--- config.mk ---
export PLATFORM = sky130hd
export DESIGN_NAME = execUnit
export DESIGN_NICKNAME = d
export VERILOG_FILES = /design/src/rtl/coreDefs.sv /design/src/rtl/execUnit.sv
export SDC_FILE = /design/constraint.sdc
export NUM_CORES = 2
export LEC_CHECK = 0
export BUFFER_PORTS_ARGS = -buffer_cell sky130_fd_sc_hd__buf_2
export CAP_MARGIN = 30
export CORE_MARGIN = 3
export CORE_UTILIZATION = 60
export DETAILED_ROUTE_END_ITERATION = 16
export PLACE_DENSITY = 0.81
export SYNTH_ARGS = -nofsm -noshare
export SYNTH_HDL_FRONTEND = slang
export SYNTH_SLANG_ARGS = --single-unit
--- constraint.sdc ---
create_clock -name vclk -period 13.9
set_input_delay 2.78 -clock vclk [all_inputs]
set_output_delay 2.78 -clock vclk [all_outputs]
set_load 0.05 [all_outputs]
--- src/rtl/coreDefs.sv ---
package coreDefs;

	parameter int regIdxW = 5;

	typedef enum logic [5:0] {
		opSpecial = 6'h00,
		opBeq     = 6'h04,
		opBne     = 6'h05,
		opOri     = 6'h0d,
		opLui     = 6'h0f,
		opLw      = 6'h23,
		opSw      = 6'h2b
	} opcodeT;

	typedef enum logic [5:0] {
		fnMfhi  = 6'h10,
		fnMthi  = 6'h11,
		fnMflo  = 6'h12,
		fnMtlo  = 6'h13,
		fnMultu = 6'h19,
		fnAddu  = 6'h21,
		fnSubu  = 6'h23,
		fnOr    = 6'h25
	} functT;

	typedef enum logic [2:0] {
		aluAdd   = 3'd0,
		aluSub   = 3'd1,
		aluOr    = 3'd2,
		aluLui   = 3'd3,
		aluPassA = 3'd4
	} aluOpT;

	typedef enum logic [1:0] {
		fwdNone  = 2'b00,
		fwdExMem = 2'b01,
		fwdMemWb = 2'b10
	} fwdSelT;

	// HI/LO read source, one half or a single-half write per stage
	typedef enum logic [2:0] {
		hfNone  = 3'b000,
		hfExHi  = 3'b001,
		hfExLo  = 3'b010,
		hfExOne = 3'b011,
		hfWbHi  = 3'b100,
		hfWbLo  = 3'b101,
		hfWbOne = 3'b110
	} hiLoFwdT;

	typedef enum logic [1:0] {
		selLo   = 2'b00,
		selHi   = 2'b01,
		selBoth = 2'b10
	} hlWrT;

endpackage

--- src/rtl/execUnit.sv ---
`timescale 1ns/1ns

module execUnit (
	input  coreDefs::aluOpT aluOp,
	input  logic [31:0]     opA,
	input  logic [31:0]     opB,
	output logic [31:0]     aluOut,
	output logic [63:0]     product
);

	always_comb begin
		case (aluOp)
			coreDefs::aluSub:
				aluOut = opA - opB;
			coreDefs::aluOr:
				aluOut = opA | opB;
			coreDefs::aluLui:
				aluOut = {opB[15:0], 16'd0};
			coreDefs::aluPassA:
				aluOut = opA;
			default:
				aluOut = opA + opB; // ADDU and address calc
		endcase
	end

	assign product = 64'(opA) * 64'(opB); // Unsigned 32x32

endmodule

# [Word-level counts from Yosys, hierarchy flattened]
# Cells that the tools add are included.
[totals] ff_bits=0 latchBits=0 ram_bits=0 rom_bits=0 output_inout_bits=96 mem_count=0
[op_classes] addsub=2 n_mul=1 div_mod_pow=0 magnitude_cmp=0 n_eq_ne=4 shift=0 mux=1 bitwise=1 n_reduce_logical=0
[ops] operator="one-hot mux 32 bit (4 select lines)" count=1
[ops] operator="multiplier 32 x 32 -> 64 bit" count=1
[ops] operator="adder 32 bit" count=1
[ops] operator="bitwise OR 32 bit" count=1
[ops] operator="subtractor 32 bit" count=1
[ops] operator="== test 3 x 2 -> 1 bit (second input constant)" count=2
[ops] operator="== test 3 x 1 -> 1 bit (second input constant)" count=1
[ops] operator="== test 3 bit (second input constant)" count=1

# [Logic depth before layout (Yosys ltp)]
[logic_depth] ltp_word=2 mapped_depth=29

# [Worst setup path after synthesis]
# No wires, ideal clock.
[synth_timing] path_kind="input to output" start="input opB[8]" end="output product[61]" arrival_ns=10.334 t_required_ns=11.120 slack_ns=0.786 path_stages=27 path_cell_list="clkbuf_1 -> clkbuf_1 -> and2_1 -> fa_1 -> fa_1 -> inv_1 -> fa_1 -> fa_1 -> inv_1 -> fa_1 -> fa_1 -> fa_1 -> inv_1 -> fa_1 -> inv_1 -> ha_1 -> clkbuf_1 -> a21o_1 -> a21o_1 -> a21oi_1 -> nand2_1 -> or3_1 -> o22ai_2 -> o31ai_4 -> a2111oi_2 -> nor3_1 -> xor2_1"
[synth_via] elab_chain_len=1
[synth_rtl] element="start, declared" line_no="execUnit.sv:6" source="input logic [31:0] opB,"
[synth_rtl] element="multiplier 32 x 32 -> 64 bit" line_no="execUnit.sv:26" source="assign product = 64'(opA) * 64'(opB);"
[synth_rtl] element="end, declared" line_no="execUnit.sv:8" source="output logic [63:0] product"
# Every way passes these cells.

# [Worst setup path after layout]
[layout_timing] start="input opA[18]" end="output product[61]"
[layout_via] elab_chain_len=1
[layout_rtl] element="start, declared" line_no="execUnit.sv:5" source="input logic [31:0] opA,"
[layout_rtl] element="multiplier 32 x 32 -> 64 bit" line_no="execUnit.sv:26"
# Every way passes these cells.

==> results.cfg <==
[setup_path]
cp-start-kind = input port
required_ns = 11.12
end_kind = output port
critPathKind = in2out
crit_fanout = 25
crit_arrival_ns = 10.92

[worst_hold_path]
worstHoldEndpoint = aluOut[0]
hold_path_depth = 3
hold_class = in2out
min_from = aluOp[2]

[logic_synthesis]
syn_area_um2 = 36450
synth_nets = 5442
yosysSeqAreaShare = 0
synth_warnings = 0
synth_top_cell_area_share = 0.4926
synth.distinct_cells = 75
synth_most_common_cell = fa_1
yosysTopAreaCell = fa_1
synthCells = 4181
synth_common_cells = fa_1, inv_1, and2_1, nand2_1, ha_1
synthTopCellsByArea = fa_1, ha_1, and2_1
avgSynthCellArea_um2 = 8.719

[sta]
max-slew-margin-rel = 0.3604
period_share = 0.9856
setup_slack_ns = 0.1997
worst_pin_slew_ns = 0.9558
fin_crit_ns = 13.70
setup_viol = 0
fmax_ghz = 0.07299
hold_viol = 0
report.final.slew_viol_count = 0

[floorplan]
rows = 89
coreArea_um2 = 59580
dieArea_um2 = 63750
die_h_um = 252.5
io_pins = 163
initial_core_util = 0.6119
chipWidth_um = 252.5

[final_layout]
nets = 5413
drive_gt1_frac = 0.06410
areaGrowthSynthToFinish_pct = 3.844
seq_area_um2 = 0
antenna_cells = 0
stdcell_count = 4923
final_util = 0.6354
nFlopsAndLatches = 0
nClkBuffers = 0

[placement]
hpwl_um = 84410
placed_cells = 4923
dpl_worst_slack_ns = -0.03135
port_buffers = 163
gp_congestion = 0.9680

[job]
drv_cap = 0

[global_route]
grt_pass1_wl_um = 167500
gr-total-overflow = 0
grt_antenna_before_repair = 2
grt_max_degree = 38
grt_pass1_vias = 31460
globalRouteTotalUtil = 0.3379

[drt]
dr.pass1.iters = 6
detail-route-antenna-nets = 0
drc_errors = 0
wl_um = 105000
via_per_inst = 5.909
vias = 29090
wl_per_cell_um = 21.32
drtIter0Drc = 2068

[clock_network]
post_cts_buffers = 0

[status]
status = finished, final reports clean
worst max-delay path: stages:
cell and delay [ns]:
buf_2 0.55, and2_1 0.25, fa_1 0.42, inv_1 0.09, fa_1 0.43, fa_1 0.55
fa_1 0.57, inv_1 0.06, fa_1 0.49, fa_1 0.51, fa_1 0.66, fa_1 0.48
ha_1 0.47, a21oi_1 0.15, o21ai_0 0.33, o21ai_0 0.15, a21oi_1 0.51, o22ai_2 0.28
o31ai_4 0.35, a2111oi_2 0.12, nor3_1 0.23, xor2_1 0.17, buf_2 0.28
through the flow:
step / instance area (um^2) / hold slack [ns] / TNS (ns)
2_1_floorplan: 36450 / 5.864 / 0
3_3_place_gp: 37830 / 6.059 / 0
3_5_place_dp: 37830 / 6.065 / -0.03135
4_1_cts: 37840 / 6.061 / 0
5_1_grt: 37860 / 6.093 / -0.01867
6_report: 37860 / 6.069 / 0
cell usage in the layout (no fill, tap or decap), types with 12 or more instances in the layout:
| master | netlist | layout |
|---|---|---|
| buf_2 | 7 | 156 |
| nor2b_1 | 14 | 14 |
| and2_1 | 592 | 592 |
| nand2_1 | 505 | 505 |
| a22oi_1 | 14 | 14 |
| nor3_1 | 16 | 15 |
| inv_1 | 882 | 882 |
| o21a_1 | 23 | 23 |
| o21ai_0 | 69 | 69 |
| o21bai_1 | 20 | 20 |
| nor2_1 | 76 | 76 |
| ha_1 | 297 | 297 |
| a21oi_1 | 142 | 142 |
| fa_1 | 897 | 897 |
| buf_4 | 0 | 74 |
| a211oi_1 | 12 | 12 |
| nand3_1 | 18 | 18 |
| xor2_1 | 46 | 46 |
| and3_1 | 13 | 13 |
| xnor2_1 | 73 | 73 |
| nand4_1 | 21 | 21 |
| a21o_1 | 38 | 38 |
logic make-up after synthesis:
group | count (synthesis) | share of synthesized area
buffers and inverters | 1152 | 0.1191
adders and majority gates | 1194 | 0.5945
and+or+nand+nor | 1305 | 0.1845
xor gates and xnor gates | 119 | 0.02859
AOI/OAI and AO/OA | 407 | 0.07215
muxes | 4 | 0.001133
worst max path at each step:
stage                        from          end
after detailed placement  opA[13]  product[63]
after CTS                  opB[5]  product[63]
after global routing       opA[8]  product[63]
after global placement     opA[9]  product[63]
after floorplan            opB[8]  product[61]
final                     opA[18]  product[61]
routing by layer:
| metal | track usage | share of wire | vias up |
|---|---|---|---|
| met3 | 0.05546 | 0.091 | 468 |
| met2 | 0.5819 | 0.50 | 1590 |
| li1 | - | - | 12360 |
| met4 | 0.2207 | 0.083 | 2 |
| met5 | 0 | 0.00011 | - |
| met1 | 0.3922 | 0.33 | 14670 |
area by class of cell:
class | count | area (um^2)
inverter | 882 | 3311
multi-input combinational | 3029 | 32120
fill | 4872 | 21720
tap | 773 | 967.2
timing repair buffer | 239 | 1454
repair_timing:
action | in CTS | in global routing
gates resized for setup | 3 | 6
cloned | 0 | 0
endpoints found under the setup margin | 1 | 3
hold buffers | 0 | 0
Power is left out: the tool's default activity adds up to more than one toggle a clock period on the data nets, which glitch-free logic cannot reach.
