===== config.mk =====
export PLATFORM = sky130hd
export DESIGN_NAME = regFile
export DESIGN_NICKNAME = d
export VERILOG_FILES = /design/src/rtl/coreDefs.sv /design/src/rtl/regFile.sv
export SDC_FILE = /design/constraint.sdc
export NUM_CORES = 2
export LEC_CHECK = 0
export BUFFER_PORTS_ARGS = -buffer_cell sky130_fd_sc_hd__buf_4
export CAP_MARGIN = 20
export CORE_ASPECT_RATIO = 0.75
export CORE_MARGIN = 1.5
export CORE_UTILIZATION = 30
export CTS_CLUSTER_SIZE = 12
export DETAILED_ROUTE_END_ITERATION = 16
export PLACE_DENSITY_LB_ADDON = 0.15
export SLEW_MARGIN = 20
export SYNTH_ARGS = -nofsm -noshare
export SYNTH_HDL_FRONTEND = slang
export SYNTH_SLANG_ARGS = --single-unit

===== constraint.sdc =====
create_clock -name clk -period 8.04 [get_ports clk]
set_input_delay 1.608 -clock clk [delete_from_list [all_inputs] [get_ports clk]]
set_output_delay 1.608 -clock clk [all_outputs]
set_load 0.01 [all_outputs]

===== src/rtl/coreDefs.sv =====
package coreDefs;

	parameter int regIdxW = 5;

	typedef enum logic [5:0] {
		opSpecial = 6'h00,
		opBeq     = 6'h04,
		opBne     = 6'h05,
		opOri     = 6'h0d,
		opLui     = 6'h0f,
		opLw      = 6'h23,
		opSw      = 6'h2b
	} opcodeT;

	typedef enum logic [5:0] {
		fnMfhi  = 6'h10,
		fnMthi  = 6'h11,
		fnMflo  = 6'h12,
		fnMtlo  = 6'h13,
		fnMultu = 6'h19,
		fnAddu  = 6'h21,
		fnSubu  = 6'h23,
		fnOr    = 6'h25
	} functT;

	typedef enum logic [2:0] {
		aluAdd   = 3'd0,
		aluSub   = 3'd1,
		aluOr    = 3'd2,
		aluLui   = 3'd3,
		aluPassA = 3'd4
	} aluOpT;

	typedef enum logic [1:0] {
		fwdNone  = 2'b00,
		fwdExMem = 2'b01,
		fwdMemWb = 2'b10
	} fwdSelT;

	// HI/LO read source, one half or a single-half write per stage
	typedef enum logic [2:0] {
		hfNone  = 3'b000,
		hfExHi  = 3'b001,
		hfExLo  = 3'b010,
		hfExOne = 3'b011,
		hfWbHi  = 3'b100,
		hfWbLo  = 3'b101,
		hfWbOne = 3'b110
	} hiLoFwdT;

	typedef enum logic [1:0] {
		selLo   = 2'b00,
		selHi   = 2'b01,
		selBoth = 2'b10
	} hlWrT;

endpackage


===== src/rtl/regFile.sv =====
`timescale 1ns/1ns

module regFile (
	input  logic                          clk,
	input  logic                          rstN,
	input  logic [coreDefs::regIdxW-1:0] rdAddrA,
	input  logic [coreDefs::regIdxW-1:0] rdAddrB,
	output logic [31:0]                   rdDataA,
	output logic [31:0]                   rdDataB,
	input  logic                          wrEn,
	input  logic [coreDefs::regIdxW-1:0] wrAddr,
	input  logic [31:0]                   wrData
);

	logic [31:0] regs [32];

	function automatic logic [31:0] readPort(input logic [coreDefs::regIdxW-1:0] addr);
		if (addr == '0)
			return '0; // r0 reads as zero
		else if (wrEn && wrAddr == addr)
			return wrData; // WB value seen by ID in the same cycle
		return regs[addr];
	endfunction

	always_ff @(posedge clk or negedge rstN) begin
		if (!rstN) begin
			for (int i = 0; i < 32; i++)
				regs[i] <= '0;
		end else if (wrEn && wrAddr != '0) begin
			regs[wrAddr] <= wrData;
		end
	end

	always_comb begin
		rdDataA = readPort(rdAddrA);
		rdDataB = readPort(rdAddrB);
	end

endmodule


Word level (Yosys, flattened, before mapping)
Cells that the tools add are included.
{"block": "classes", "magnitude_cmp": 4, "n_eq_ne": 2, "muxes": 19, "bitwise": 3, "reduce_logical": 7}
{"operator": "1024-bit bitwise mux", "count": 1}
{"operator": "32-bit two-way mux", "count": 11}
{"operator": "32-bit binary-select mux with 5-bit select", "count": 2}
{"operator": "32-bit demux with 5-bit select", "count": 1}
{"operator": "6-bit >= comparator (second input constant)", "count": 3}
{"operator": "5-bit inverter with 6-bit output", "count": 3}
{"operator": "5-bit equality test", "count": 2}
{"operator": "5-bit zero test", "count": 2}
{"operator": "6-bit by 1-bit < comparator with 1-bit output (second input constant)", "count": 1}
{"operator": "5-bit nonzero test", "count": 1}
{"operator": "1-bit logical AND", "count": 4}
{"operator": "1-bit two-way mux", "count": 4}
{"block": "totals", "reg_bits": 1024, "in_bits": 50, "out_inout_bits": 64, "word_cells": 67}

Longest topological paths before layout
{"block": "logic_depth", "ltp_word": 6, "mapped_depth": 8, "ltp_nobuf": 5}

Worst setup path before layout
No wires, ideal clock.
{"block": "synth_timing", "kind": "input-to-output", "start": "in rdAddrB[0] (netlist bit)", "end": "out rdDataB[13]", "arrival_time_ns": 3.181, "path_slack_ns": 3.251, "path_stages": 7, "n_path_buf": 3, "path_cell_list": "buf_2 buf_6 buf_2 mux4_2 mux2i_1 o21ai_1 a22o_1"}
{"block": "synth_via", "elab_chain_len": 5}
{"item": "start: declaration", "line_no": "regFile.sv:7", "rtl": "input logic [coreDefs::regIdxW-1:0] rdAddrB,"}
{"item": "5-bit inverter with 6-bit output (implied by the code) or 5-bit equality test (tied branches)", "line_no": "regFile.sv:22, regFile.sv:20"}
{"item": "32-bit binary-select mux with 5-bit select or 1-bit logical AND (tied branches)", "line_no": "regFile.sv:22, regFile.sv:20"}
{"item": "32-bit two-way mux (implied by the code) or 1-bit two-way mux (tied branches)", "line_no": "regFile.sv:22, regFile.sv:20"}
{"item": "32-bit two-way mux (implied by the code) or 1-bit two-way mux (tied branches)", "line_no": "regFile.sv:22, regFile.sv:18"}
{"item": "32-bit two-way mux (*)", "line_no": "regFile.sv:22", "rtl": "return regs[addr];"}
{"item": "end: declaration", "line_no": "regFile.sv:9", "rtl": "output logic [31:0] rdDataB,"}
Mark *: on every way between the ends. The rest lies on a longest branch, timed or not. The select of a mux whose other input is x is not followed.

Worst setup path after layout
{"block": "layout_timing", "start": "in rdAddrA[4] (netlist bit)", "end": "out rdDataA[1]"}
{"block": "layout_via", "elab_chain_len": 5}
{"item": "start: declaration", "line_no": "regFile.sv:6", "rtl": "input logic [coreDefs::regIdxW-1:0] rdAddrA,"}
{"item": "5-bit inverter with 6-bit output (implied by the code) or 5-bit equality test (tied branches)", "line_no": "regFile.sv:22, regFile.sv:20"}
{"item": "32-bit binary-select mux with 5-bit select or 1-bit logical AND (tied branches)", "line_no": "regFile.sv:22, regFile.sv:20"}
{"item": "32-bit two-way mux (implied by the code) or 1-bit two-way mux (tied branches)", "line_no": "regFile.sv:22, regFile.sv:20"}
{"item": "32-bit two-way mux (implied by the code) or 1-bit two-way mux (tied branches)", "line_no": "regFile.sv:22, regFile.sv:18"}
{"item": "32-bit two-way mux (*)", "line_no": "regFile.sv:22"}
{"item": "end: declaration", "line_no": "regFile.sv:8", "rtl": "output logic [31:0] rdDataA,"}
Marks and branches as above.

==> results_dict.tcl <==
set metrics [dict create \
    initial_core_util_pct 30.23 \
    max-cap-violations 0 \
    synthCells 3652 \
    avgSynthCellArea_um2 15.18 \
    postPlaceCellArea_mm2 0.05857 \
    layout.nets 3606 \
    regMostFlops "regs" \
    yosysWarnings 0 \
    cts_buffer_depth 3 \
    layout-drive-gt1-share_pct 54.45 \
    grt_first_pass_wirelength_mm 291.1 \
    cp-startpoint "rdAddrA[4]" \
    post_cts_buffers 0 \
    syn-cell-area_mm2 0.05544 \
    finalSetupTns_ns 0 \
    route.antenna.remaining_nets 0 \
    grt.overflow.total 0 \
    async_flop_share_pct 100.0 \
    placement.io_buffers 113 \
    hpwl_mm 118.4 \
    die_h_um 375.3 \
    ys_types 50 \
    endpoint_kind "primary output" \
    synth_flop_cell "dfrtp_1" \
    fin_area_mm2 0.06265 \
    drc_errors 0 \
    grt_max_degree 146 \
    crit_required_ns 6.43 \
    fin_skew_ns 0 \
    dieArea_mm2 0.1874 \
    timing.rr.end "regs[37]" \
    drt_iter0_drc 2914 \
    grt_pass1_vias 35782 \
    clk_transition_reported_paths_ns 0.06 \
    slew_headroom_pct 20.87 \
    cp_max_fo 39 \
    die_x_um 499.4 \
    area_growth_pct 12.99 \
    p_leak_nw 26.33 \
    finalMaxSlewViolations 0 \
    max_freq_ghz 0.1543 \
    start_kind "input pin" \
    firstDrtPassIters 5 \
    via_per_inst 5.741 \
    wl_per_cell_um 33.73 \
    htreeDepth 3 \
    cts_tree "done" \
    largest_reg_flops 1024 \
    clock_sinks 1024 \
    fin_crit_ns 6.483 \
    vdd_drop_max_mv 0.1781 \
    tightestPinTransition_ns 1.183 \
    cts-hold-fix-buffers 0 \
    cts_buffers 113 \
    vias 34874 \
    period_share_pct 80.63 \
    antenna_found_initial 15 \
    totalWireLength_mm 204.9 \
    crit_type "in -> out" \
    gp_congestion 0.7643 \
    row_count 136 \
    worst-r2r-setup-slack_ns 7.21 \
    hold_viol_final 0 \
    rsz0062_at_grt "false" \
    final_util_pct 34.15 \
    ys_seq_area_share_pct 46.22 \
    worstPathArrival_ns 4.87 \
    grtUsageTotal_pct 21.78 \
    design.core.area_mm2 0.1834 \
    synth_edf_count 0 \
    synth_nets 3702 \
    post_cts_resized 0 \
    worstHoldPathType "reg -> reg" \
    top_regs "regs (1024)" \
    clock-root-buffer "clkbuf_16" \
    crit_end "rdDataA[1]" \
    timing.rr.start "regs[37]" \
    p_per_area_mw_per_mm2 253.5 \
    clock_latency_ns 0.74 \
    ys_ff_latch 1024 \
    reg2reg_depth 1 \
    io_pins 114 \
    setup_violations 0 \
    run_status "completed" \
]
-- critical path, stage by stage --
cell and delay, ns:
buf_4 0.67, or3_2 0.80, buf_4 0.55, o22ai_1 0.17, a311oi_1 0.34, a32o_1 0.46
buf_4 0.21
-- cell type report --
type                    count  area (um^2)
multi-input cells        2199        28010
diodes                      9        22.52
fillers                 17746       120800
repair buffers            215         1907
flip-flops and latches   1024        25620
inverters                   3        12.51
clock inverters            42        651.9
clock buffers             168         3397
well taps                2415         3022
-- where the power goes --
| part | internal [mW] | switching (mW) |
|---|---|---|
| logic | 1.92 | 1.35 |
| registers | 6.13 | 0.716 |
| clock network | 3.40 | 2.37 |
-- metal layers --
| metal | track usage (%) | vias to the layer above | share of wire (%) |
|---|---|---|---|
| met2 | 34.29 | 898 | 47 |
| met4 | 5.834 | 0 | 2.4 |
| met3 | 2.586 | 245 | 3.9 |
| met1 | 31.61 | 19558 | 47 |
| met5 | 0 | - | 0 |
| li1 | - | 14173 | - |
-- through the flow --
step	power, mW	hold WS (ns)	std cells	setup WS [ns]
after floorplan	9.120	0.4413	3652	3.251
after global placement	10.15	0.3787	5854	1.651
after detailed placement	10.21	0.3820	5856	1.607
after CTS	16.03	0.3973	6066	1.604
after global routing	16.58	0.4027	6073	1.509
final	15.88	0.3928	6075	1.557
-- logic make-up (layout without fill, tap and decap cells) --
logic type / after synthesis / count (layout) / synth area share (%)
other: 0 / 9 / 0
AOI/OAI and AO/OA: 347 / 347 / 4.814
xor gates and xnor gates: 7 / 7 / 0.1106
DFF: 1024 / 1024 / 46.22
buffers and inverters: 429 / 428 / 3.782
muxes: 1620 / 1620 / 43.07
and+or+nand+nor: 225 / 225 / 2.011
-- layout by cell type (no fill, tap or decap), types with 8 or more instances in the layout --
| cell type | instances |
|---|---|
| dfrtp_1 | 1024 |
| mux2_2 | 993 |
| mux4_2 | 512 |
| buf_4 | 190 |
| clkbuf_16 | 115 |
| mux2i_1 | 104 |
| nand2_1 | 88 |
| o22ai_1 | 63 |
| a22o_1 | 56 |
| o211ai_1 | 42 |
| a22oi_1 | 40 |
| a211oi_1 | 33 |
| clkbuf_8 | 32 |
| o221ai_1 | 31 |
| a311oi_1 | 31 |
| or2_2 | 27 |
| clkinv_2 | 21 |
| clkbuf_1 | 21 |
| nor2_4 | 19 |
| or3_1 | 16 |
| nand3_1 | 16 |
| buf_12 | 16 |
| nand2_4 | 15 |
| bufinv_16 | 15 |
| o311ai_0 | 14 |
| mux2_1 | 11 |
| a21oi_1 | 10 |
| diode_2 | 9 |
| o21ai_1 | 9 |
| a32o_1 | 8 |
-- worst min path at each step --
stage	start	to	slack [ns]	cells after the start
2_1_floorplan	regs[1000]	regs[1000]	0.44	1
3_3_place_gp	regs[1012]	regs[1012]	0.38	0
3_5_place_dp	regs[993]	regs[993]	0.38	0
4_1_cts	regs[998]	regs[998]	0.40	0
5_1_grt	regs[1012]	regs[1012]	0.40	0
6_report	regs[999]	regs[999]	0.39	0
-- Yosys cell counts, types with 2 or more instances --
library cell / number / share of area [%]
nand3b_1: 4 / 0.054
nand2b_1: 4 / 0.045
buf_6: 20 / 0.41
buf_2: 100 / 0.90
mux2_2: 993 / 20
or3_1: 18 / 0.20
o211ai_1: 42 / 0.57
a211oi_1: 33 / 0.45
o311ai_0: 14 / 0.22
o21ai_1: 9 / 0.081
mux2i_1: 104 / 1.9
clkbuf_1: 197 / 1.3
o221ai_1: 31 / 0.49
mux4_2: 512 / 21
buf_1: 52 / 0.35
nand3_1: 16 / 0.14
buf_4: 56 / 0.76
a21oi_1: 10 / 0.090
o22ai_1: 63 / 0.71
nand2_1: 106 / 0.72
nor2_1: 20 / 0.14
mux2_1: 11 / 0.22
or2_2: 27 / 0.30
dfrtp_1: 1024 / 46
a32o_1: 8 / 0.14
nor3_1: 6 / 0.054
a22o_1: 56 / 0.88
a22oi_1: 40 / 0.54
a311oi_1: 31 / 0.49
nor3b_1: 7 / 0.095
o31ai_1: 2 / 0.027
nor2b_1: 4 / 0.045
o21ai_0: 4 / 0.036
xnor2_1: 7 / 0.11
nor2_2: 4 / 0.045
inv_1: 3 / 0.020
No activity file was read; power rests on OpenSTA's default activity.
