--- config.mk ---
export PLATFORM = sky130hd
export DESIGN_NAME = hazardStall
export DESIGN_NICKNAME = d
export VERILOG_FILES = /design/src/rtl/coreDefs.sv /design/src/rtl/hazardStall.sv
export SDC_FILE = /design/constraint.sdc
export NUM_CORES = 1
export LEC_CHECK = 0
export ABC_AREA = 1
export ABC_CLOCK_PERIOD_IN_PS = 1400
export BUFFER_PORTS_ARGS = -buffer_cell sky130_fd_sc_hd__buf_4
export CAP_MARGIN = 20
export CORE_AREA = 2 2 39 41
export DETAILED_ROUTE_END_ITERATION = 10
export DIE_AREA = 0 0 41 43
export GPL_TIMING_DRIVEN = 0
export SYNTH_ARGS = -nofsm -noshare
export SYNTH_HDL_FRONTEND = slang
export SYNTH_SLANG_ARGS = --single-unit
--- constraint.sdc ---
create_clock -name vclk -period 1.4
set_clock_uncertainty 0.15 [all_clocks]
set_input_delay 0.14 -clock vclk [all_inputs]
set_output_delay 0.14 -clock vclk [all_outputs]
set_load 0.02 [all_outputs]
--- src/rtl/coreDefs.sv ---
package coreDefs;

	parameter int regIdxW = 5;

	typedef enum logic [5:0] {
		opSpecial = 6'h00,
		opBeq     = 6'h04,
		opBne     = 6'h05,
		opOri     = 6'h0d,
		opLui     = 6'h0f,
		opLw      = 6'h23,
		opSw      = 6'h2b
	} opcodeT;

	typedef enum logic [5:0] {
		fnMfhi  = 6'h10,
		fnMthi  = 6'h11,
		fnMflo  = 6'h12,
		fnMtlo  = 6'h13,
		fnMultu = 6'h19,
		fnAddu  = 6'h21,
		fnSubu  = 6'h23,
		fnOr    = 6'h25
	} functT;

	typedef enum logic [2:0] {
		aluAdd   = 3'd0,
		aluSub   = 3'd1,
		aluOr    = 3'd2,
		aluLui   = 3'd3,
		aluPassA = 3'd4
	} aluOpT;

	typedef enum logic [1:0] {
		fwdNone  = 2'b00,
		fwdExMem = 2'b01,
		fwdMemWb = 2'b10
	} fwdSelT;

	// HI/LO read source, one half or a single-half write per stage
	typedef enum logic [2:0] {
		hfNone  = 3'b000,
		hfExHi  = 3'b001,
		hfExLo  = 3'b010,
		hfExOne = 3'b011,
		hfWbHi  = 3'b100,
		hfWbLo  = 3'b101,
		hfWbOne = 3'b110
	} hiLoFwdT;

	typedef enum logic [1:0] {
		selLo   = 2'b00,
		selHi   = 2'b01,
		selBoth = 2'b10
	} hlWrT;

endpackage

--- src/rtl/hazardStall.sv ---
`timescale 1ns/1ns

module hazardStall (
	input  logic [coreDefs::regIdxW-1:0] idExRt,
	input  logic [coreDefs::regIdxW-1:0] exMemRt,
	input  logic [coreDefs::regIdxW-1:0] ifIdRs,
	input  logic [coreDefs::regIdxW-1:0] ifIdRt,
	input  logic                          idExMemRd,
	input  logic                          exMemMemRd,
	input  logic                          idExRegWr,
	input  logic                          branchOp,
	output logic                          stall
);

	logic idExHit;
	logic exMemHit;
	logic loadUse;
	logic branchAlu;
	logic branchLoad;

	assign idExHit  = idExRt != '0 && (idExRt == ifIdRs || idExRt == ifIdRt);
	assign exMemHit = exMemRt != '0 && (exMemRt == ifIdRs || exMemRt == ifIdRt);

	assign loadUse    = idExMemRd && idExHit; // Load data not ready for EX
	assign branchAlu  = branchOp && idExRegWr && idExHit; // Result still in EX
	assign branchLoad = branchOp && exMemMemRd && exMemHit; // Second cycle of load-branch

	assign stall = loadUse || branchAlu || branchLoad;

endmodule

# Word-level counts from Yosys, hierarchy flattened

Index checks and enable logic that the tools add are counted.
W data, S select, Z words.

Equality and inequality tests: 4
Reduce and logical (&&, ||, !) cells: 13

Operator list:

| cell                | number |
|---|---|
| $eq A5 B5 Y1        | 4 |
| $reduce_bool A5 Y1  | 2 |
| $logic_and A1 B1 Y1 | 7 |
| $logic_or A1 B1 Y1  | 4 |

Register bits: 0
Input bits: 24
Output and inout port bits: 1
Word-level logic and storage cells: 17

# Depth between registers and ports, before layout

Gate-level depths: netlist (run 1).

Depth in word-level cells: 6
Mapped depth: 8
Gate-level depth less buffers: 8

# Least setup slack after synthesis (run 1)

No wires, ideal clock.

Path kind: input to output
From: input idExRt[4] (netlist bit)
To: output stall
Data arrival time: 0.669 ns
Required time: 1.110 ns
Slack: 0.441 ns
Stages on the path: 6
Buffers on the path: 0
Cells stage by stage: nor3_1 -> nand3_1 -> o21ai_1 -> inv_1 -> nand2_1 -> nand2_1

Longest elaborated chain between the ends: 6
Elaborated cells on any way between the ends: 9
Those cells by class: eq/ne (2); reduce/logical (7)

Ends and longest elaborated chain:

| what                                   | RTL line                             | RTL |
|---|---|---|
| from (decl)                            | hazardStall.sv:4                     | `input logic [coreDefs::regIdxW-1:0] idExRt,` |
| $eq A5 B5 Y1                           | hazardStall.sv:21                    | `assign idExHit = idExRt != '0 && (idExRt == ifIdRs \|\| idExRt == ifIdRt);` |
| $logic_or A1 B1 Y1                     | hazardStall.sv:21                    |  |
| $logic_and A1 B1 Y1 *                  | hazardStall.sv:21                    |  |
| $logic_and A1 B1 Y1 (on tied branches) | hazardStall.sv:24, hazardStall.sv:25 |  |
| $logic_or A1 B1 Y1 * (2 in a row)      | hazardStall.sv:28                    | `assign stall = loadUse \|\| branchAlu \|\| branchLoad;` |
| to (decl)                              | hazardStall.sv:12                    | `output logic stall` |

Every way passes the cells marked *; elsewhere a longest branch is shown, timed or not.

# Worst setup path after layout (run 1)

Ends and elaborated chain as after synthesis.

==> impl_metrics.json, run 1 <==
{
  "ios": 25,
  "initial_core_util_pct": 28.8,
  "grt_overflow": 0,
  "cpMaxStageDelayCell": "nor3_1",
  "post_cts_resize_count": 0,
  "num_rows": 14,
  "crit_chain": "buf_4 > nor3_1 > nand3_1 > o21ai_1 > inv_1 > nand2_1 > nand2_1 > buf_4",
  "seq_area_frac_synth_pct": 0,
  "hold_viol_final": 0,
  "remaining_drc_errors": 0,
  "dr_total_vias": 566,
  "layout-drive-gt1-share_pct": 28.9,
  "hold_path.class": "primary input to output pin",
  "power_uw": 165,
  "final_cells": 137,
  "routed_wl_um": 1010,
  "nFlopsAndLatches": 0,
  "core-area_sq_mm": 0.00138,
  "rsz0062_at_grt": "no",
  "crit_type": "primary input to output pin",
  "p_per_area_mw_per_mm2": 270,
  "firstDrtPassIters": 4,
  "met2_usage_pct": 21.3,
  "syn-num-nets": 120,
  "grt_max_degree": 5,
  "report.final.slew_viol_count": 0,
  "top_usage_layer": "met2",
  "slew-limit-headroom_pct": 88.8,
  "setup_tns_ps": 0,
  "die_area_sq_mm": 0.00176,
  "first_global_vias": 441,
  "gp_congestion": 0.782,
  "status": "finished, final reports clean",
  "dp.cells": 137,
  "first_iter_violations": 5,
  "seq_area_sq_um": 0,
  "drtAntennaViolNets": 0,
  "post_drt_wl_per_cell_um": 7.35,
  "antennaDiodeCount": 0,
  "setup_violations": 0,
  "synth_cell_types": 9,
  "area_growth_pct": 53.5,
  "postCtsHoldBufs": 0,
  "period_needed_ps": 1220,
  "fin_crit_sh_pct": 87.4,
  "place_hpwl_um": 933,
  "arrival_ps": 930,
  "start_kind": "primary input",
  "fin_util_pct": 44.1,
  "cp.required_ps": 1110,
  "clock_buffers": 0,
  "die_w_um": 41,
  "critPathMaxFanout": 4,
  "syn_area_sq_um": 398,
  "grtUsageTotal_pct": 12.5,
  "grt_pass1_wl_um": 1620,
  "fin_nets": 147,
  "irDropWorstVdd_uv": 81.0,
  "cts_setup_buffers": 0,
  "syn_inst": 96,
  "viasPerCell": 4.13,
  "antenna_found_initial": 0,
  "portBuffers": 25,
  "tightest_slew_ps": 167,
  "use_met1_pct": 18.0,
  "ys_warn_count": 0,
  "synth.avg_cell_area_sq_um": 4.14,
  "p_leak_nw": 0.426,
  "slowest_delay_ps": 190,
  "cp-end-kind": "output pin",
  "maxClockFrequency_ghz": 0.817,
  "fp.dieH_um": 43,
  "maxCapViolCount": 0,
  "met3_usage_pct": 0
}
## through the flow
stage	hold WS [ps]	cell area, sq um	worst slack (ps)
final	528	611	176
after global routing	599	611	76.3
after CTS	535	606	160
after detailed placement	530	606	164
after floorplan	391	398	441
after global placement	533	606	156
## cells in the final DEF, fill, tap and decap left out, drive strengths merged
cell | synthesis | final
nand2 | 47 | 47
buf | 0 | 25
inv | 22 | 22
nor2 | 12 | 12
nand3 | 7 | 7
xnor2 | 4 | 4
nor3 | 2 | 2
xor2 | 1 | 1
o21ai | 1 | 1
## layout make-up
type | instances | area [sq um]
Fill cell | 159 | 773
Inverter | 22 | 82.6
Multi-Input combinational cell | 74 | 320
Tap cell | 16 | 20.0
Timing Repair Buffer | 25 | 188
## worst paths after layout
kind       from    end  slack, ps  cells past startpoint
max   idExRt[4]  stall        180                      8
min   idExMemRd  stall        530                      6
## cells by family (layout without fill, tap and decap cells)
kind of cell | count (synthesis) | count (layout) | share of synthesized area, %
AO/OA/AOI/OAI | 1 | 1 | 1.26
AND/OR/NAND/NOR | 68 | 68 | 67.0
XOR/XNOR | 5 | 5 | 11.0
buffers and inverters | 22 | 47 | 20.8
## critical path, delay by kind of cell
family                 cells  cell delay (ps)
buffers and inverters      3              330
AND/OR/NAND/NOR            4              400
AO/OA/AOI/OAI              1               80
## per-layer routing
layer,part of all wire [%],up-vias,wire (um)
li1,-,328,-
met5,0,-,0
met1,46,225,460
met3,5.2,0,52
met4,0,0,0
met2,49,13,495
## power by group
part	leakage, nW	internal, mW	total, mW	switching [mW]
clock network	0	0	0	0
logic	0.426	0.0849	0.165	0.0802
registers	0	0	0	0
## cells in the mapped netlist, drive strengths merged
master | number | area (sq um)
inv | 22 | 82.6
nor2 | 12 | 45.0
nand3 | 7 | 35.0
xor2 | 1 | 8.76
xnor2 | 4 | 35.0
nand2 | 47 | 176
nor3 | 2 | 10.0
o21ai | 1 | 5.00
(Power assumes the default switching activity.)
==> inputs of run 2 (changes only) <==
--- a/config.mk
+++ b/config.mk
@@ -13,6 +13,7 @@
 export DETAILED_ROUTE_END_ITERATION = 10
 export DIE_AREA = 0 0 41 43
 export GPL_TIMING_DRIVEN = 0
+export RECOVER_POWER = 50
 export SYNTH_ARGS = -nofsm -noshare
 export SYNTH_HDL_FRONTEND = slang
 export SYNTH_SLANG_ARGS = --single-unit
==> impl_metrics.json, run 2 (synthesized netlist as in run 1, its figures left out) <==
{
  "status": "finished, final reports clean",
  "num_rows": 14,
  "maxClockFrequency_ghz": 0.820,
  "multiInputGateArea_sq_um": 320,
  "layout_common_cells": "nand2_1 (47), buf_4 (24), inv_1 (13)",
  "clkPwrFrac_pct": 0,
  "dr_total_vias": 566,
  "viasPerCell": 4.13,
  "grt_overflow": 0,
  "post_dp_cell_area_sq_um": 606,
  "setup_ws_ps": 180,
  "fin_util_pct": 43.9,
  "dr_wl_met3_um": 48,
  "clock_buffers": 0,
  "portBuffers": 25,
  "netSwitchingFraction_pct": 48.9,
  "met2WireLength_um": 495,
  "die_w_um": 41,
  "combPwrFrac_pct": 100.0,
  "nFlopsAndLatches": 0,
  "tightest_slew_ps": 167,
  "fp.dieH_um": 43,
  "maxCapViolCount": 0,
  "irDropWorstVdd_uv": 80.9,
  "ios": 25,
  "hold_path.class": "primary input to output pin",
  "period_needed_ps": 1220,
  "cts_setup_buffers": 0,
  "drtAntennaViolNets": 0,
  "first_global_vias": 441,
  "first_iter_violations": 5,
  "antenna_found_initial": 0,
  "gp_congestion": 0.782,
  "routed_wl_um": 1010,
  "seq_area_sq_um": 0,
  "intPower_uw": 83.9,
  "post_drt_wl_per_cell_um": 7.35,
  "crit_type": "primary input to output pin",
  "p_switching_uw": 80.1,
  "firstDrtPassIters": 4,
  "postCtsHoldBufs": 0,
  "start_kind": "primary input",
  "area_growth_pct": 52.8,
  "final_cell_area_sq_um": 608,
  "cp-end-kind": "output pin",
  "wl_met1_um": 463,
  "remaining_drc_errors": 0,
  "grt_pass1_wl_um": 1620,
  "fin_crit_sh_pct": 87.2,
  "slew-limit-headroom_pct": 88.8,
  "arrival_ps": 930,
  "holdPathStages": 6,
  "die_area_sq_mm": 0.00176,
  "highest_layer": "met3",
  "setup_tns_ps": 0,
  "grtUsageTotal_pct": 12.5,
  "layout-drive-gt1-share_pct": 28.9,
  "p_seq_share_pct": 0,
  "antennaDiodeCount": 0,
  "cp.required_ps": 1110,
  "initial_core_util_pct": 28.8,
  "setup_violations": 0,
  "core-area_sq_mm": 0.00138,
  "hold_viol_final": 0,
  "post-place-ws_ps": 164,
  "place_hpwl_um": 933,
  "fin_nets": 147,
  "num-fill-cells": 160,
  "critPathMaxFanout": 4,
  "rsz0062_at_grt": "no",
  "layout_commonest_cell": "nand2_1",
  "grt_max_degree": 5,
  "report.final.slew_viol_count": 0,
  "p_leak_nw": 0.425,
  "p_per_area_mw_per_mm2": 270
}
==> run 2: final cells by class <==
class | count | share of cell area [%]
Timing Repair Buffer | 25 | 30.5
Multi-Input combinational cell | 74 | 52.7
Inverter | 22 | 13.6
Tap cell | 16 | 3.29
==> run 2: worst max-delay path, stage by stage <==
cell      delay, ps
buf_4           120
nor2_1          100
nor2_1           60
nor2_1          110
nand3_1          80
nand2_1          60
nand2_1          40
nand2_1          50
clkbuf_2        160
==> run 2: power groups by stage <==
stage          combinational [mW]  sequential (mW)  clock [mW]
2_1_floorplan              0.0786                0           0
5_1_grt                     0.189                0           0
4_1_cts                     0.167                0           0
6_report                    0.164                0           0
3_3_place_gp                0.165                0           0
3_5_place_dp                0.166                0           0
==> run 2: what timing repair did <==
action	in CTS	in global routing
setup endpoints to repair	0	1
gates resized for setup	0	1
hold endpoints to repair	0	0
==> run 2: worst paths after layout <==
check / start / to / slack (ps)
worst max-delay path: idExRt[0] / stall / 180
worst min-delay path: idExMemRd / stall / 550
==> run 2: layer usage <==
metal  up-vias  GRT usage, %
met5         -             0
met4         0             0
met3         0             0
met2        13          21.3
met1       225          18.0
li1        328             -
==> run 2: per-stage QoR <==
step | hold slack (ps) | power (mW) | std cells
after CTS | 535 | 0.167 | 137
after floorplan | 391 | 0.0786 | 96
final | 553 | 0.164 | 137
after global routing | 627 | 0.189 | 137
after detailed placement | 530 | 0.166 | 137
after global placement | 533 | 0.165 | 137
