[src/rtl/coreDefs.sv]
package coreDefs;

	parameter int regIdxW = 5;

	typedef enum logic [5:0] {
		opSpecial = 6'h00,
		opBeq     = 6'h04,
		opBne     = 6'h05,
		opOri     = 6'h0d,
		opLui     = 6'h0f,
		opLw      = 6'h23,
		opSw      = 6'h2b
	} opcodeT;

	typedef enum logic [5:0] {
		fnMfhi  = 6'h10,
		fnMthi  = 6'h11,
		fnMflo  = 6'h12,
		fnMtlo  = 6'h13,
		fnMultu = 6'h19,
		fnAddu  = 6'h21,
		fnSubu  = 6'h23,
		fnOr    = 6'h25
	} functT;

	typedef enum logic [2:0] {
		aluAdd   = 3'd0,
		aluSub   = 3'd1,
		aluOr    = 3'd2,
		aluLui   = 3'd3,
		aluPassA = 3'd4
	} aluOpT;

	typedef enum logic [1:0] {
		fwdNone  = 2'b00,
		fwdExMem = 2'b01,
		fwdMemWb = 2'b10
	} fwdSelT;

	// HI/LO read source, one half or a single-half write per stage
	typedef enum logic [2:0] {
		hfNone  = 3'b000,
		hfExHi  = 3'b001,
		hfExLo  = 3'b010,
		hfExOne = 3'b011,
		hfWbHi  = 3'b100,
		hfWbLo  = 3'b101,
		hfWbOne = 3'b110
	} hiLoFwdT;

	typedef enum logic [1:0] {
		selLo   = 2'b00,
		selHi   = 2'b01,
		selBoth = 2'b10
	} hlWrT;

endpackage

[src/rtl/decodeUnit.sv]
`timescale 1ns/1ns

module decodeUnit (
	input  logic [31:0]                   instr,
	output logic [coreDefs::regIdxW-1:0] rs,
	output logic [coreDefs::regIdxW-1:0] rt,
	output logic [coreDefs::regIdxW-1:0] destReg,
	output coreDefs::aluOpT               aluOp,
	output logic                          useImm,
	output logic                          immZeroExt,
	output logic                          regWr,
	output logic                          memRd,
	output logic                          memWr,
	output logic                          branchOp,
	output logic                          branchNe,
	output logic                          hlWr,
	output coreDefs::hlWrT                hlWrSel,
	output logic                          hlRd,
	output logic                          hlRdSel
);

	coreDefs::opcodeT op;
	coreDefs::functT  fn;
	logic special;
	logic isAddu, isSubu, isOr, isMultu;
	logic isMfhi, isMflo, isMthi, isMtlo;
	logic isOri, isLui, isLw;

	assign op      = coreDefs::opcodeT'(instr[31:26]);
	assign fn      = coreDefs::functT'(instr[5:0]);
	assign special = (op == coreDefs::opSpecial);

	assign isAddu  = special && fn == coreDefs::fnAddu;
	assign isSubu  = special && fn == coreDefs::fnSubu;
	assign isOr    = special && fn == coreDefs::fnOr;
	assign isMultu = special && fn == coreDefs::fnMultu;
	assign isMfhi  = special && fn == coreDefs::fnMfhi;
	assign isMflo  = special && fn == coreDefs::fnMflo;
	assign isMthi  = special && fn == coreDefs::fnMthi;
	assign isMtlo  = special && fn == coreDefs::fnMtlo;
	assign isOri   = (op == coreDefs::opOri);
	assign isLui   = (op == coreDefs::opLui);
	assign isLw    = (op == coreDefs::opLw);

	assign rs         = instr[25:21];
	assign rt         = instr[20:16];
	assign destReg    = special ? instr[15:11] : instr[20:16]; // rd for R-type
	assign regWr      = isAddu || isSubu || isOr || isMfhi || isMflo || isOri || isLui || isLw;
	assign useImm     = isOri || isLui || isLw || op == coreDefs::opSw;
	assign immZeroExt = isOri;
	assign memRd      = isLw;
	assign memWr      = (op == coreDefs::opSw);
	assign branchOp   = (op == coreDefs::opBeq) || (op == coreDefs::opBne);
	assign branchNe   = (op == coreDefs::opBne);
	assign hlWr       = isMultu || isMthi || isMtlo;
	assign hlWrSel    = coreDefs::hlWrT'({isMultu, isMthi}); // MTLO leaves selLo
	assign hlRd       = isMfhi || isMflo;
	assign hlRdSel    = isMfhi;

	always_comb begin
		if (isSubu)
			aluOp = coreDefs::aluSub;
		else if (isOr || isOri)
			aluOp = coreDefs::aluOr;
		else if (isLui)
			aluOp = coreDefs::aluLui;
		else if (hlRd)
			aluOp = coreDefs::aluPassA; // MFHI/MFLO value arrives on A
		else
			aluOp = coreDefs::aluAdd;
	end

endmodule

[config.mk]
export PLATFORM = sky130hd
export DESIGN_NAME = decodeUnit
export DESIGN_NICKNAME = d
export VERILOG_FILES = /design/src/rtl/coreDefs.sv /design/src/rtl/decodeUnit.sv
export SDC_FILE = /design/constraint.sdc
export NUM_CORES = 1
export LEC_CHECK = 0
export ABC_CLOCK_PERIOD_IN_PS = 2000
export BUFFER_PORTS_ARGS = -buffer_cell sky130_fd_sc_hd__buf_2
export CORE_AREA = 5 5 42 44
export DETAILED_ROUTE_END_ITERATION = 7
export DIE_AREA = 0 0 47 49
export PLACE_DENSITY = 0.84
export SLEW_MARGIN = 25
export SYNTH_ARGS = -nofsm -noshare
export SYNTH_HDL_FRONTEND = slang
export SYNTH_SLANG_ARGS = --single-unit
[constraint.sdc]
create_clock -name vclk -period 2
set_clock_uncertainty 0.1 [all_clocks]
set_input_delay 0.3 -clock vclk [all_inputs]
set_output_delay 0.3 -clock vclk [all_outputs]
set_load 0.01 [all_outputs]
# Word-level counts from Yosys, hierarchy flattened

Cells that the tools add are included.

Output and inout port bits: 30
Bits of input ports: 32
Register bits: 0

Reduce and logical (&&, ||, !) cells: 24
Eq/ne operators: 14
Mux-type cells: 5

Operators with widths:

| kind                                                                   | number |
|---|---|
| 6-bit by 5-bit equality test with 1-bit output (second input constant) | 5 |
| 6-bit equality test (second input constant)                            | 5 |
| 1-bit logical OR                                                       | 15 |
| 6-bit by 3-bit equality test with 1-bit output (second input constant) | 2 |
| 6-bit by 4-bit equality test with 1-bit output (second input constant) | 2 |
| 3-bit two-way mux                                                      | 4 |
| 1-bit logical AND                                                      | 8 |
| 6-bit zero test                                                        | 1 |
| 5-bit two-way mux                                                      | 1 |

# Depth between registers and ports, before layout

Gate-level depths: netlist of the first run.

Depth after elaboration: 9
Mapped depth: 4

# Least setup slack after synthesis of the first run

No wires, ideal clock.

Path type: input-to-output
Start: input instr[30]
End: output hlRdSel
Path buffers: 0
Path slack: 333 ps
Arrival time: 1267 ps
Stages: 3
Cell sequence: nor4_4 -> nand3_1 -> nor4_1

Cells in the longest elaborated chain, start to end: 2

RTL lines:

| item              | line             | source |
|---|---|---|
| from (decl)       | decodeUnit.sv:4  | `input logic [31:0] instr,` |
| 6-bit zero test   | decodeUnit.sv:31 | `assign special = (op == coreDefs::opSpecial);` |
| 1-bit logical AND | decodeUnit.sv:37 | `assign isMfhi = special && fn == coreDefs::fnMfhi;` |
| to (decl)         | decodeUnit.sv:19 | `output logic hlRdSel` |

No other way between the ends.

# Final worst setup path of the first run

Start: input instr[30]
End: output aluOp[1]

Cells in the longest elaborated chain, start to end: 5
Elaborated cells between the ends (all ways): 9
Those cells by class: eq/ne (2); mux (3); reduce/logical (4)

RTL lines:

| item                  | line             | source |
|---|---|---|
| 6-bit zero test       | decodeUnit.sv:31 |  |
| 1-bit logical AND     | decodeUnit.sv:35 | `assign isOr = special && fn == coreDefs::fnOr;` |
| 1-bit logical OR      | decodeUnit.sv:63 | `else if (isOr \|\| isOri)` |
| 3-bit two-way mux     | decodeUnit.sv:63 |  |
| 3-bit two-way mux (*) | decodeUnit.sv:61 | `if (isSubu)` |
| to (decl)             | decodeUnit.sv:8  | `output coreDefs::aluOpT aluOp,` |

Every way passes the cells marked *; elsewhere a longest branch is shown, timed or not.

==> results.yml, run 1 <==
route:
  drt-pass1-iter-count: 4
  wire_per_inst_um: 11.6
  drt_iter0_drc: 9
  drc: 0
  vias_per_cell: 4.87
  vias: 526
  detail-route-antenna-nets: 0
  postRouteWirelength_mm: 1.26
die:
  die_area_sq_um: 2300
  die-height_um: 49
  row_count: 14
  io_pins: 62
  dieWidth_um: 47
  initial_core_util: 0.287
  core-area_sq_um: 1400
yosys:
  synth_top_area_frac: 0.224
  synthDistinctLibCells: 26
  synth_nets: 90
  synthesis.area_sq_um: 402
  postSynthCellCount: 58
  ys_top_cells_by_area: "buf_4, mux2_2, nor3_1"
  ys_warn_count: 0
  synth_area_leader_cell: "buf_4"
  synth.avg_cell_area_sq_um: 6.92
  synth-seq-area-share: 0
setup_path:
  criticalPathCategory: "in -> out"
  cp-end-kind: "output port"
  critPathMaxFanout: 7
  startpoint_type: "input pin"
  path_cells: "buf_2, nor4_4, nand2_4, o41ai_2, buf_2"
  required_ps: 1600
  crit_top_cell: "buf_2"
  worstPathArrival_ps: 1470
  crit_slowest_cell: "nor4_4"
  slowest_delay_ps: 410
  startpoint: "instr[30]"
final_layout:
  nClkBuffers: 0
  seq_cells: 0
  diodes: 0
  ff_latch_area_sq_um: 0
  area.growth.synth_to_final_pct: 40.2
  drive_gt1_frac: 0.598
  final_cell_mix: "buf_2, inv_1, mux2_2, nor3_1, nor2_1"
  nets: 126
  layout_commonest_cell: "buf_2"
sta:
  hold_violations: 0
  rsz0062_at_grt: "no"
  fmax_mhz: 535
  setup-tns-final_ps: 0
  slew_headroom: 0.750
  fin_crit_sh: 0.934
  slew_viol_final: 0
  period_needed_ps: 1870
  tightest_slew_ps: 372
  finalSetupViolCount: 0
place:
  place_hpwl_mm: 1.12
  gp_congestion: 0.777
  io_buffers: 47
global_routing:
  grt_pass1_vias: 495
  grt_overflow_total: 0
  grt_start_max_net_pins: 9
  grt_pass1_wl_mm: 1.97
  grt_antenna_before_repair: 0
  grt_use_total: 0.104
worst_hold_path:
  min_from: "instr[22]"
  min_path_type: "in -> out"
power:
  p_leak_nw: 0.330
  design_power_total_mw: 0.0815
  p_per_area_nw_per_um2: 145
  ir_worst_vdd_mv: 0.0546
run:
  maxCapViolations: 0
clock_network:
  cts_hold_buf: 0
  post-cts-setup-buffers: 0
  cts_resized: 0
status:
  status: "finished clean"
[metal layers]
layer	GRT usage	vias up	wire, um
met5	0	-	0
met4	0.0369	0	17
met3	0.0111	4	140
met2	0.176	28	613
met1	0.128	227	483
li1	-	267	-
[where the power goes]
part | internal (mW) | switching (mW) | leakage (nW)
logic | 0.0379 | 0.0436 | 0.330
registers | 0 | 0 | 0
clock network | 0 | 0 | 0
[cell usage after synthesis]
library cell and count:
nor4b_1 1, o311ai_1 1, mux2_2 5, o22ai_1 1
buf_4 12, nand2_4 1, and2_1 1, nor2_1 4
or3_1 1, inv_1 5, nor2b_1 1, clkbuf_1 1
nand3b_1 2, a211oi_1 1, nor3b_1 1, nor4_1 1
and3_1 1, a21oi_1 1, nand2b_1 3, nor3_1 5
nand2_1 2, nand4_1 1, nand3_1 3, o41ai_2 1
a31oi_1 1, nor4_4 1
[layout make-up]
cell class / instances / area (sq um)
Fill cell: 162 / 838
Inverter: 5 / 18.8
Multi-Input combinational cell: 40 / 289
Tap cell: 16 / 20.0
Timing Repair Buffer: 47 / 235
[worst max-delay path, delay by kind of cell]
family | cells | cell delay [ps]
AND/OR/NAND/NOR | 2 | 550
AO/OA/AOI/OAI | 1 | 320
buffers and inverters | 2 | 300
[stage by stage]
step,cell area (sq um),hold slack (ps),cells,util,setup slack [ps]
final,563,500,108,0.402,131
after detailed placement,563,500,108,0.402,107
after global routing,563,500,108,0.402,20.1
after CTS,563,500,108,0.402,106
after floorplan,402,548,58,-,333
after global placement,563,500,108,0.402,129
[worst paths after layout]
path	endpoint	slack, ps	depth (start not counted)
min	rs[1]	500	0
max	aluOp[1]	130	5
[cell families after synthesis]
group | Yosys count | share of synthesized area
buffers and inverters | 18 | 0.280
AOI/OAI and AO/OA | 6 | 0.125
muxes | 5 | 0.140
and+or+nand+nor | 29 | 0.455
Power figures use the tool's default switching activity.
==> inputs of run 2 (changes only) <==
--- a/config.mk
+++ b/config.mk
@@ -11,6 +11,7 @@
 export DETAILED_ROUTE_END_ITERATION = 7
 export DIE_AREA = 0 0 47 49
 export PLACE_DENSITY = 0.84
+export RECOVER_POWER = 100
 export SLEW_MARGIN = 25
 export SYNTH_ARGS = -nofsm -noshare
 export SYNTH_HDL_FRONTEND = slang
==> run 2 against run 1 <==
Non-clock buffer count did not move. Sequential cell count did not move. Fmax fell by 0.58%. Die area did not move. Total power fell by 3.6%. Worst hold slack did not move. Wire length rose by 0.56%. Critical path depth did not move. First-iteration DRC count did not move. Clock-buffer cell count did not move. Global-route usage did not move. Via count fell by 0.76%. Critical path type unchanged. Highest routed layer unchanged.
==> results.yml, run 2 (synthesized netlist as in run 1, its figures left out) <==
power:
  pwr-share-seq: 0
  p_sw_frac: 0.559
  p_clk_frac: 0
  internal-power_mw: 0.0346
  ir_worst_vdd_mv: 0.0544
  design_power_total_mw: 0.0785
  power.switching_mw: 0.0439
  combPwrFrac: 1.000
  p_leak_nw: 0.255
  p_per_area_nw_per_um2: 146
place:
  gp_congestion: 0.777
  place_ws_ps: 107
  place_hpwl_mm: 1.12
  place_area_sq_um: 563
  dp_cells: 108
  io_buffers: 47
die:
  row_count: 14
  dieWidth_um: 47
  io_pins: 62
  die-height_um: 49
  die_area_sq_um: 2300
  core-area_sq_um: 1400
  initial_core_util: 0.287
final_layout:
  drive_gt1_frac: 0.380
  fillers: 173
  final_area_sq_um: 538
  ff_latch_area_sq_um: 0
  nClkBuffers: 0
  seq_cells: 0
  diodes: 0
  nets: 126
  area.growth.synth_to_final_pct: 34.0
  layout.cells.non_filler: 108
  final_cell_mix: "buf_2, clkbuf_1, inv_1, mux2_2, nor3_1"
  layout_commonest_cell: "buf_2"
route:
  vias_per_cell: 4.83
  drt_iter0_drc: 9
  vias: 522
  wire_per_inst_um: 11.7
  drc: 0
  postRouteWirelength_mm: 1.26
  drt-pass1-iter-count: 4
  detail-route-antenna-nets: 0
sta:
  tightest_slew_ps: 372
  finalSetupViolCount: 0
  fin_crit_sh: 0.940
  fmax_mhz: 532
  rsz0062_at_grt: "no"
  slew_viol_final: 0
  hold_violations: 0
  period_needed_ps: 1880
  setup-tns-final_ps: 0
  fin_ws_ps: 121
  slew_headroom: 0.750
clock_network:
  cts_hold_buf: 0
  cts_resized: 0
  post-cts-setup-buffers: 0
worst_hold_path:
  min_path_type: "in -> out"
  min_from: "instr[22]"
global_routing:
  grt_overflow_total: 0
  grt_start_max_net_pins: 9
  grt_antenna_before_repair: 0
  grt_pass1_vias: 495
  grt_pass1_wl_mm: 1.97
  grt_use_total: 0.104
setup_path:
  worstPathArrival_ps: 1480
  crit_top_cell: "clkbuf_2"
  crit_slowest_cell: "nor4_4"
  critPathMaxFanout: 5
  required_ps: 1600
  crit_buf_inv: 2
  cp-end-kind: "output port"
  path_cells: "clkbuf_2, nor4_4, nand3_1, a211oi_1, clkbuf_2"
  criticalPathCategory: "in -> out"
  slowest_delay_ps: 410
  crit_family: "simple AND/OR/NAND/NOR gates"
  startpoint: "instr[30]"
  startpoint_type: "input pin"
status:
  status: "finished clean"
run:
  maxCapViolations: 0
==> run 2: cell types whose count changed in the layout (fill, tap and decap cells not counted) <==
cell      change
buf_2        -23
clkbuf_2      +3
clkbuf_1     +20
==> run 2: stage by stage <==
step | hold WS (ps) | utilization
2_1_floorplan | 548 | -
3_3_place_gp | 500 | 0.402
3_5_place_dp | 500 | 0.402
4_1_cts | 500 | 0.402
5_1_grt | 500 | 0.384
6_report | 500 | 0.384
==> run 2: worst paths after layout <==
check               end  slack, ps  cells past startpoint
setup / recovery   hlWr        120                      5
hold / removal    rs[1]        500                      0
==> run 2: metal layers <==
metal	routed length (um)	GRT usage	vias up	part of all wire
met2	611	0.176	26	0.48
li1	-	-	267	-
met4	17	0.0369	0	0.013
met3	154	0.0111	4	0.12
met1	478	0.128	225	0.38
met5	0	0	-	0
==> run 2: cell type report <==
| cell class | count | area [sq um] | area share |
|---|---|---|---|
| inverters | 5 | 18.8 | 0.0349 |
| multi-input cells | 40 | 289 | 0.537 |
| well taps | 16 | 20.0 | 0.0372 |
| repair buffers | 47 | 210 | 0.391 |
==> run 2: power by group through the flow <==
stage | logic [mW] | clock network (mW) | registers, mW
after floorplan | 0.0514 | 0 | 0
after global placement | 0.0798 | 0 | 0
after detailed placement | 0.0820 | 0 | 0
after CTS | 0.0822 | 0 | 0
after global routing | 0.0873 | 0 | 0
final | 0.0785 | 0 | 0
